===== config.mk =====
export PLATFORM = sky130hd
export DESIGN_NAME = hps_link
export DESIGN_NICKNAME = d
export VERILOG_FILES = /design/src/design/hps_core_pkg.sv /design/src/design/hps_proto_pkg.sv /design/src/design/hps_link.sv /design/src/design/hps_readback.sv /design/src/design/file_loader.sv /design/src/design/hps_core_regs.sv /design/src/design/hps_cmd_decode.sv
export VERILOG_INCLUDE_DIRS = /design/src /design/src/design
export SDC_FILE = /design/constraint.sdc
export NUM_CORES = 1
export LEC_CHECK = 0
export BUFFER_PORTS_ARGS = -buffer_cell sky130_fd_sc_hd__buf_2
export CORE_ASPECT_RATIO = 0.6
export CORE_UTILIZATION = 55
export CTS_CLUSTER_DIAMETER = 200
export DETAILED_ROUTE_END_ITERATION = 6
export PLACE_DENSITY = 0.81
export SETUP_SLACK_MARGIN = 0.3
export SYNTH_ARGS = -nofsm -noshare
export SYNTH_HDL_FRONTEND = slang
export SYNTH_HIERARCHICAL = 1
export SYNTH_SLANG_ARGS = --single-unit

===== constraint.sdc =====
create_clock -name clk_sys -period 6.6 [get_ports clk_sys]
set_clock_uncertainty 0.1 [all_clocks]
set_input_delay 0.33 -clock clk_sys [delete_from_list [all_inputs] [get_ports clk_sys]]
set_output_delay 0.33 -clock clk_sys [all_outputs]
set_load 0.05 [all_outputs]

===== src/design/hps_config.svh =====
// link widths, counts and the status-request reply tag
`ifndef HPS_CONFIG_SVH
`define HPS_CONFIG_SVH

// host bus word
`define HPS_WORD_W 16

// core-facing words
`define HPS_STATUS_W 128
`define HPS_JOY_W 32

// file download
`define HPS_ADDR_W 27
`define HPS_DL_W 8

// frame word counter and status request counter
`define HPS_IDX_W 4
`define HPS_REQ_W 4
`define HPS_REQ_TAG 4'hA

`endif

===== src/design/hps_core_pkg.sv =====
// core-facing types: status word, joystick word, loader state
`include "hps_config.svh"

package hps_core_pkg;

	// full status word, written by the host in 16-bit slices
	typedef logic [`HPS_STATUS_W-1:0] status_t;

	// joystick buttons, low half on word 1, high half on word 2
	typedef logic [`HPS_JOY_W-1:0] joy_t;

	//////////////////////////////////////////////////
	// file loader FSM
	typedef enum logic {
		FL_IDLE     = 1'b0,
		FL_DOWNLOAD = 1'b1
	} loader_state_t;

endpackage


===== src/design/hps_proto_pkg.sv =====
// host protocol types: channel, command opcode, data word index
`include "hps_config.svh"

package hps_proto_pkg;

	// which enable opened the current frame
	typedef enum logic [1:0] {
		CH_NONE = 2'd0,
		CH_UIO  = 2'd1,
		CH_FIO  = 2'd2
	} chan_t;

	//////////////////////////////////////////////////
	// command word values, user-I/O then file-I/O
	typedef enum logic [7:0] {
		OP_NONE       = 8'h00,
		OP_CFG        = 8'h01,
		OP_JOY0       = 8'h02,
		OP_JOY1       = 8'h03,
		OP_STATUS     = 8'h1E,
		OP_STREQ      = 8'h29,
		OP_FILE_TX    = 8'h53,
		OP_FILE_DAT   = 8'h54,
		OP_FILE_INDEX = 8'h55
	} opcode_t;

	// 1 for the first data word, sticks at 15
	typedef logic [`HPS_IDX_W-1:0] word_idx_t;

endpackage


===== src/design/hps_link.sv =====
// top level of the host command link: decode, register, loader and reply blocks
`timescale 1ns/100ps
`include "hps_config.svh"

module hps_link (
	input  logic                          clk_sys,
	input  logic                          rst_n,
	input  logic                          io_enable,
	input  logic                          fp_enable,
	input  logic                          io_strobe,
	input  logic [`HPS_WORD_W-1:0]        io_din,
	input  hps_core_pkg::status_t         status_in,
	input  logic                          status_set,
	output logic [`HPS_WORD_W-1:0]        io_dout,
	output logic [1:0]                    buttons,
	output logic                          forced_scandoubler,
	output logic                          direct_video,
	output hps_core_pkg::joy_t            joystick_0,
	output hps_core_pkg::joy_t            joystick_1,
	output hps_core_pkg::status_t         status,
	output logic                          ioctl_download,
	output logic [`HPS_WORD_W-1:0]        ioctl_index,
	output logic                          ioctl_wr,
	output logic [`HPS_ADDR_W-1:0]        ioctl_addr,
	output logic [`HPS_DL_W-1:0]          ioctl_dout
);

	// decoded data word, shared by all execute blocks
	logic                     word_valid;
	hps_proto_pkg::opcode_t   opcode;
	hps_proto_pkg::word_idx_t word_idx;
	logic [`HPS_WORD_W-1:0]   word_data;
	logic                     uio_active;

	// status request path into the reply block
	hps_core_pkg::status_t    status_req;
	logic [`HPS_REQ_W-1:0]    req_count;

	//////////////////////////////////////////////////
	hps_cmd_decode u_decode (
		.clk_sys, .rst_n, .io_enable, .fp_enable, .io_strobe, .io_din,
		.word_valid, .opcode, .word_idx, .word_data, .uio_active
	);

	hps_core_regs u_regs (
		.clk_sys, .rst_n, .word_valid, .opcode, .word_idx, .word_data,
		.status_in, .status_set, .buttons, .forced_scandoubler, .direct_video,
		.joystick_0, .joystick_1, .status, .status_req, .req_count
	);

	file_loader u_loader (
		.clk_sys, .rst_n, .word_valid, .opcode, .word_data,
		.ioctl_download, .ioctl_index, .ioctl_wr, .ioctl_addr, .ioctl_dout
	);

	hps_readback u_readback (
		.clk_sys, .rst_n, .word_valid, .opcode, .word_idx, .uio_active,
		.status_req, .req_count, .io_dout
	);

endmodule


===== src/design/hps_readback.sv =====
// reply word for the host: status request tag, counter and captured slices
`timescale 1ns/100ps
`include "hps_config.svh"

module hps_readback (
	input  logic                          clk_sys,
	input  logic                          rst_n,
	input  logic                          word_valid,
	input  hps_proto_pkg::opcode_t        opcode,
	input  hps_proto_pkg::word_idx_t      word_idx,
	input  logic                          uio_active,
	input  hps_core_pkg::status_t         status_req,
	input  logic [`HPS_REQ_W-1:0]         req_count,
	output logic [`HPS_WORD_W-1:0]        io_dout
);

	logic [`HPS_WORD_W-1:0]   reply;
	hps_proto_pkg::word_idx_t slice;

	// words 2..9 carry slices 0..7
	assign slice = word_idx - 4'd2;

	always_comb begin
		reply = '0;
		if (opcode == hps_proto_pkg::OP_STREQ) begin
			if (word_idx == 4'd1)
				reply = {8'h00, `HPS_REQ_TAG, req_count};
			else if (word_idx >= 4'd2 && word_idx <= 4'd9)
				reply = status_req[{slice[2:0], 4'b0000} +: 16];
		end
	end

	//////////////////////////////////////////////////
	// reply register, held until the next data word
	always_ff @(posedge clk_sys) begin
		if (!rst_n)
			io_dout <= '0;
		else if (!uio_active)
			io_dout <= '0;
		else if (word_valid)
			io_dout <= reply;
	end

endmodule


===== src/design/file_loader.sv =====
// file-I/O download FSM: index, start/stop, byte writes with address counter
`timescale 1ns/100ps
`include "hps_config.svh"

module file_loader (
	input  logic                          clk_sys,
	input  logic                          rst_n,
	input  logic                          word_valid,
	input  hps_proto_pkg::opcode_t        opcode,
	input  logic [`HPS_WORD_W-1:0]        word_data,
	output logic                          ioctl_download,
	output logic [`HPS_WORD_W-1:0]        ioctl_index,
	output logic                          ioctl_wr,
	output logic [`HPS_ADDR_W-1:0]        ioctl_addr,
	output logic [`HPS_DL_W-1:0]          ioctl_dout
);

	hps_core_pkg::loader_state_t state;
	logic [`HPS_ADDR_W-1:0]      next_addr;

	assign ioctl_download = (state == hps_core_pkg::FL_DOWNLOAD);

	//////////////////////////////////////////////////
	// download FSM
	always_ff @(posedge clk_sys) begin
		if (!rst_n) begin
			state       <= hps_core_pkg::FL_IDLE;
			ioctl_index <= '0;
			ioctl_wr    <= 1'b0;
			ioctl_addr  <= '0;
			ioctl_dout  <= '0;
			next_addr   <= '0;
		end else begin
			ioctl_wr <= 1'b0;
			if (word_valid) begin
				case (opcode)
					hps_proto_pkg::OP_FILE_INDEX: ioctl_index <= word_data;
					hps_proto_pkg::OP_FILE_TX: begin
						// nonzero low byte starts, zero stops
						if (word_data[7:0] != 8'h00) begin
							state     <= hps_core_pkg::FL_DOWNLOAD;
							next_addr <= '0;
						end else begin
							state <= hps_core_pkg::FL_IDLE;
						end
					end
					hps_proto_pkg::OP_FILE_DAT: begin
						// bytes outside a download are dropped
						if (state == hps_core_pkg::FL_DOWNLOAD) begin
							ioctl_dout <= word_data[`HPS_DL_W-1:0];
							ioctl_addr <= next_addr;
							ioctl_wr   <= 1'b1;
							next_addr  <= next_addr + 1'b1;
						end
					end
					default: ;
				endcase
			end
		end
	end

endmodule


===== src/design/hps_core_regs.sv =====
// user-I/O register writes: config, joysticks, status; status request capture
`timescale 1ns/100ps
`include "hps_config.svh"

module hps_core_regs (
	input  logic                          clk_sys,
	input  logic                          rst_n,
	input  logic                          word_valid,
	input  hps_proto_pkg::opcode_t        opcode,
	input  hps_proto_pkg::word_idx_t      word_idx,
	input  logic [`HPS_WORD_W-1:0]        word_data,
	input  hps_core_pkg::status_t         status_in,
	input  logic                          status_set,
	output logic [1:0]                    buttons,
	output logic                          forced_scandoubler,
	output logic                          direct_video,
	output hps_core_pkg::joy_t            joystick_0,
	output hps_core_pkg::joy_t            joystick_1,
	output hps_core_pkg::status_t         status,
	output hps_core_pkg::status_t         status_req,
	output logic [`HPS_REQ_W-1:0]         req_count
);

	logic [`HPS_WORD_W-1:0]   cfg;
	logic                     status_set_d;
	hps_proto_pkg::word_idx_t slice;

	// cfg bits the core sees, the rest belong to the system top
	assign buttons            = cfg[1:0];
	assign forced_scandoubler = cfg[4];
	assign direct_video       = cfg[10];

	// status word k lands in slice k-1
	assign slice = word_idx - 1'b1;

	//////////////////////////////////////////////////
	// host writes
	always_ff @(posedge clk_sys) begin
		if (!rst_n) begin
			cfg        <= '0;
			joystick_0 <= '0;
			joystick_1 <= '0;
			status     <= '0;
		end else if (word_valid) begin
			case (opcode)
				hps_proto_pkg::OP_CFG: cfg <= word_data;
				hps_proto_pkg::OP_JOY0: begin
					if (word_idx == 4'd1)
						joystick_0[15:0] <= word_data;
					else if (word_idx == 4'd2)
						joystick_0[31:16] <= word_data;
				end
				hps_proto_pkg::OP_JOY1: begin
					if (word_idx == 4'd1)
						joystick_1[15:0] <= word_data;
					else if (word_idx == 4'd2)
						joystick_1[31:16] <= word_data;
				end
				hps_proto_pkg::OP_STATUS: begin
					// eight slices, anything past word 8 is dropped
					if (word_idx >= 4'd1 && word_idx <= 4'd8)
						status[{slice[2:0], 4'b0000} +: 16] <= word_data;
				end
				default: ;
			endcase
		end
	end

	//////////////////////////////////////////////////
	// status request from the core
	always_ff @(posedge clk_sys) begin
		if (!rst_n) begin
			status_set_d <= 1'b0;
			status_req   <= '0;
			req_count    <= '0;
		end else begin
			status_set_d <= status_set;
			if (status_set && !status_set_d) begin
				status_req <= status_in;
				// wraps, host compares against its last value
				req_count  <= req_count + 1'b1;
			end
		end
	end

endmodule


===== src/design/hps_cmd_decode.sv =====
// host word framing: channel tracking, command decode, data word counter
`timescale 1ns/100ps
`include "hps_config.svh"

module hps_cmd_decode (
	input  logic                          clk_sys,
	input  logic                          rst_n,
	input  logic                          io_enable,
	input  logic                          fp_enable,
	input  logic                          io_strobe,
	input  logic [`HPS_WORD_W-1:0]        io_din,
	output logic                          word_valid,
	output hps_proto_pkg::opcode_t        opcode,
	output hps_proto_pkg::word_idx_t      word_idx,
	output logic [`HPS_WORD_W-1:0]        word_data,
	output logic                          uio_active
);

	hps_proto_pkg::chan_t chan;
	hps_proto_pkg::chan_t new_ch;

	// each opcode is only valid on its own channel
	function automatic hps_proto_pkg::opcode_t map_cmd(
		input logic [`HPS_WORD_W-1:0] word,
		input hps_proto_pkg::chan_t   ch
	);
		hps_proto_pkg::opcode_t op;
		op = hps_proto_pkg::OP_NONE;
		if (word[`HPS_WORD_W-1:8] == '0) begin
			if (ch == hps_proto_pkg::CH_UIO) begin
				case (word[7:0])
					8'h01:   op = hps_proto_pkg::OP_CFG;
					8'h02:   op = hps_proto_pkg::OP_JOY0;
					8'h03:   op = hps_proto_pkg::OP_JOY1;
					8'h1E:   op = hps_proto_pkg::OP_STATUS;
					8'h29:   op = hps_proto_pkg::OP_STREQ;
					default: op = hps_proto_pkg::OP_NONE;
				endcase
			end else if (ch == hps_proto_pkg::CH_FIO) begin
				case (word[7:0])
					8'h53:   op = hps_proto_pkg::OP_FILE_TX;
					8'h54:   op = hps_proto_pkg::OP_FILE_DAT;
					8'h55:   op = hps_proto_pkg::OP_FILE_INDEX;
					default: op = hps_proto_pkg::OP_NONE;
				endcase
			end
		end
		return op;
	endfunction

	// host never raises both enables
	always_comb begin
		if (io_enable)
			new_ch = hps_proto_pkg::CH_UIO;
		else if (fp_enable)
			new_ch = hps_proto_pkg::CH_FIO;
		else
			new_ch = hps_proto_pkg::CH_NONE;
	end

	//////////////////////////////////////////////////
	// frame tracking
	always_ff @(posedge clk_sys) begin
		if (!rst_n) begin
			chan       <= hps_proto_pkg::CH_NONE;
			opcode     <= hps_proto_pkg::OP_NONE;
			word_idx   <= '0;
			word_valid <= 1'b0;
			uio_active <= 1'b0;
		end else begin
			word_valid <= 1'b0;
			if (new_ch == hps_proto_pkg::CH_NONE) begin
				// enable dropped, frame is over
				chan       <= hps_proto_pkg::CH_NONE;
				opcode     <= hps_proto_pkg::OP_NONE;
				word_idx   <= '0;
				uio_active <= 1'b0;
			end else if (io_strobe) begin
				if (chan == hps_proto_pkg::CH_NONE) begin
					// command word opens the frame
					chan       <= new_ch;
					opcode     <= map_cmd(io_din, new_ch);
					word_idx   <= '0;
					uio_active <= (new_ch == hps_proto_pkg::CH_UIO);
				end else begin
					word_valid <= 1'b1;
					if (word_idx != '1)
						word_idx <= word_idx + 1'b1;
				end
			end
		end
	end

	// data payload, qualified by word_valid
	always_ff @(posedge clk_sys) begin
		if (io_strobe && chan != hps_proto_pkg::CH_NONE)
			word_data <= io_din;
	end

endmodule


==> reports/metrics.csv <==
stage,metric,value,unit
final_layout,utilization,70.90,%
power_and_ir_drop,power.leakage,10.52,nW
timing,min_period_over_period,59.69,%
die,boundaryPins,415,
grt,grt_remaining_overflow,0,
clock_tree,clk_pin_slew,60,ps
critical_path,start_kind,flip-flop,
die,die_area,35200,sq um
grt,grt_max_degree,168,
final_layout,fillCellCount,2381,
final_layout,fin_nets,2639,
synth,seq_area_frac_synth,49.05,%
clock_tree,numCtsBuffers,43,
timing,tightest_slew,1182,ps
critical_path,reg2reg_slack,2660,ps
die,num_rows,52,
placed_design,dp.cells,2748,
critical_path,timing.rr.end,u_regs/status[99]$_SDFFE_PN0P_,
critical_path,cp_cell_sequence,"buf_4, inv_1, ha_1, xnor2_1, ha_1, nor3b_2, nor2b_1, nand3_1, mux2i_1",
synth,synth_cells,2006,
synth,syn_area,18940,sq um
final_layout,multi_input_area,8950,sq um
critical_path,critPathSlowestCell,nor2b_1,
synth,ys_types,78,
routing,totalWireLength,59590,microns
synth,yosys_warnings,6,
run,maxCapViolations,0,
die,die_w,241.6,microns
min_path,min_path_type,in2reg,
placed_design,portBuffers,414,
run_status,status,completed,
clock_tree,cts.repair.resized,0,
placed_design,gp_congestion,0.8918,
timing,rsz0062_at_grt,false,
grt,grt_usage,32.60,%
routing,wl_per_cell,20.01,microns
critical_path,r2r-start,u_decode/word_idx[1]$_SDFFE_PP0P_,
synth,syn-num-nets,2166,
clock_tree,cts_tree,built,
critical_path,cp_data_required_time,6950,ps
timing,whs,50.44,ps
die,start_util,56.08,%
clock_tree,clkLatencyLatePin,540,ps
critical_path,critPathMaxFanout,24,
min_path,holdPathEnd,u_decode/word_valid$_SDFF_PP0_,
grt,antenna_found_initial,10,
power_and_ir_drop,vdd_drop_max,0.0001944,V
synth,synth_edf_count,16,
min_path,hp-start,io_strobe,
min_path,min_path_cells,2,
routing,drc,0,
final_layout,finalNonFillerCells,2978,
routing,initialDrtViolationCount,1619,
clock_tree,clkSinkCount,456,
timing,slew_headroom,21.02,%
critical_path,end_kind,flip-flop,
final_layout,layout-drive-gt1-share,21.96,%
critical_path,arrival,4290,ps
critical_path,reg2regPathDepth,9,
final_layout,final_common_cell,nand2_1,
synth,synthArstFlopShare,0,%
timing,hold_viol_final,0,
critical_path,crit_top_cell,ha_1,
synth,synth-main-ff-cell,dfxtp_1,
final_layout,final_cell_mix,"nand2_1, dfxtp_1, buf_2",
clock_tree,h-tree-depth,2,
placed_design,dp_hpwl,38040,microns
grt,grt_first_pass_wirelength,90650,microns
routing,via_count,16870,
synth,syn_area_per_cell,9.441,sq um
clock_tree,root_buffer,clkbuf_16,
final_layout,area_growth,26.41,%
final_layout,regArea,9291,sq um
routing,drt.antenna.violating_nets,0,
power_and_ir_drop,total_power,5.764,mW
clock_tree,clockBufferDepth,3,
timing,tns,0,ps
timing,fin_crit,3940,ps
timing,slew_viol_final,0,
critical_path,crit_type,reg2reg,
timing,finalSetupViolCount,0,
timing,fmax,0.2538,GHz
critical_path,max_stage_delay,950,ps
die,fp.coreArea,33770,sq um
die,fp.dieH,145.7,microns
routing,routed_via_density,5.664,
routing,firstDrtPassIters,5,
grt,grt_pass1_vias,16400,
power_and_ir_drop,pwr_density_cell,240.8,nW/um^2
synth,synth_seq_cells,456,
[sequential cells by signal (all words and copies together), names as in the netlist, 2 cells and up]
| signal | count |
|---|---|
| u_loader/ioctl_dout | 8 |
| u_regs/status | 128 |
| u_loader/ioctl_addr | 27 |
| u_decode/opcode | 7 |
| u_decode/word_data | 16 |
| u_regs/req_count | 4 |
| u_loader/next_addr | 27 |
| u_readback/io_dout | 16 |
| u_regs/joystick_1 | 32 |
| u_loader/ioctl_index | 16 |
| u_regs/joystick_0 | 32 |
| u_decode/chan | 2 |
| u_regs/status_req | 128 |
| u_regs/cfg | 4 |
| u_decode/word_idx | 4 |
[synthesized netlist by cell type (4+ instances only)]
| cell | number | share of area, % |
|---|---|---|
| dfxtp_1 | 440 | 47 |
| o31ai_1 | 7 | 0.28 |
| nor2b_1 | 33 | 1.1 |
| or4_1 | 9 | 0.36 |
| nand4_1 | 10 | 0.33 |
| mux2i_1 | 199 | 11 |
| mux4_2 | 15 | 1.8 |
| or3_1 | 4 | 0.13 |
| a211oi_1 | 8 | 0.32 |
| a21oi_1 | 21 | 0.55 |
| nand3_1 | 62 | 1.6 |
| edfxtp_1 | 16 | 2.5 |
| clkbuf_1 | 97 | 1.9 |
| nand2_1 | 612 | 12 |
| a22oi_1 | 4 | 0.16 |
| and3_1 | 8 | 0.26 |
| nand4_2 | 6 | 0.40 |
| and2_1 | 19 | 0.63 |
| inv_1 | 7 | 0.14 |
| nor2_1 | 31 | 0.61 |
| a2111oi_0 | 4 | 0.18 |
| buf_1 | 16 | 0.32 |
| mux4_1 | 17 | 2.4 |
| a32o_1 | 4 | 0.21 |
| xnor2_1 | 18 | 0.83 |
| a21boi_0 | 165 | 6.5 |
| buf_4 | 14 | 0.55 |
| o21ai_1 | 17 | 0.45 |
| buf_2 | 13 | 0.34 |
| ha_1 | 10 | 0.66 |
| o21ai_0 | 40 | 1.1 |
[metrics by stage]
step           worst slack (ps)  instance area [sq um]
4_1_cts                    2762                  23920
3_5_place_dp               2790                  21040
3_3_place_gp               3036                  21040
6_report                   2660                  23940
5_1_grt                    2388                  23940
2_1_floorplan              3712                  18940
[critical path, delay by kind of cell, from the launching register on]
kind,cells,cell delay (ps)
DFF,1,310
muxes,1,190
xor gates and xnor gates,1,230
and+or+nand+nor,3,1950
buffers and inverters,2,560
adders and majority gates,2,530
[repair_timing]
item,4_1_cts,5_1_grt
endpoints found under the setup margin,0,0
hold buffers,145,0
hold endpoints to repair,145,0
buffers inserted,0,0
[how the worst max path moves through the flow]
stage,to,slack (ps),cells past startpoint,from
after detailed placement,u_regs/status[99]$_SDFFE_PN0P_,2790,9,u_decode/word_idx[1]$_SDFFE_PP0P_
after floorplan,u_regs/status[73]$_SDFFE_PN0P_,3710,10,u_decode/word_idx[0]$_SDFFE_PP0P_
after global placement,u_regs/status[99]$_SDFFE_PN0P_,3040,9,u_decode/word_idx[1]$_SDFFE_PP0P_
final,u_regs/status[99]$_SDFFE_PN0P_,2660,9,u_decode/word_idx[1]$_SDFFE_PP0P_
after CTS,u_regs/status[99]$_SDFFE_PN0P_,2760,9,u_decode/word_idx[1]$_SDFFE_PP0P_
after global routing,u_regs/status[99]$_SDFFE_PN0P_,2390,9,u_decode/word_idx[1]$_SDFFE_PP0P_
[power breakdown]
group	switching [mW]	leakage [nW]	internal [mW]
sequential	0.0345	3.71	2.82
clock	1.10	0.695	1.43
combinational	0.216	6.12	0.170
[per-layer routing]
layer | up-vias | wire, microns | global-route usage [%]
li1 | 7780 | - | -
met1 | 8062 | 25370 | 43.58
met2 | 848 | 26660 | 50.79
met3 | 178 | 5296 | 7.616
met4 | 0 | 2259 | 13.85
met5 | - | 0 | 0
[kinds of logic after synthesis]
kind of cell               count (synthesis)  synth area share [%]
AOI/OAI and AO/OA                        287                 10.62
xor gates and xnor gates                  20                0.9250
adders and majority gates                 10                0.6607
buffers and inverters                    154                 3.799
DFF                                      456                 49.05
muxes                                    231                 14.66
other                                      1               0.01980
and+or+nand+nor                          847                 20.27
[area by class of cell]
| class | count | area share, % |
|---|---|---|
| Antenna cell | 10 | 0.1045 |
| Clock buffer | 63 | 5.493 |
| Clock inverter | 12 | 0.4390 |
| Inverter | 7 | 0.1098 |
| Multi-Input combinational cell | 1396 | 37.38 |
| Sequential cell | 456 | 38.81 |
| Tap cell | 459 | 2.399 |
| Timing Repair Buffer | 575 | 15.26 |
No activity file was read; power rests on OpenSTA's default activity.
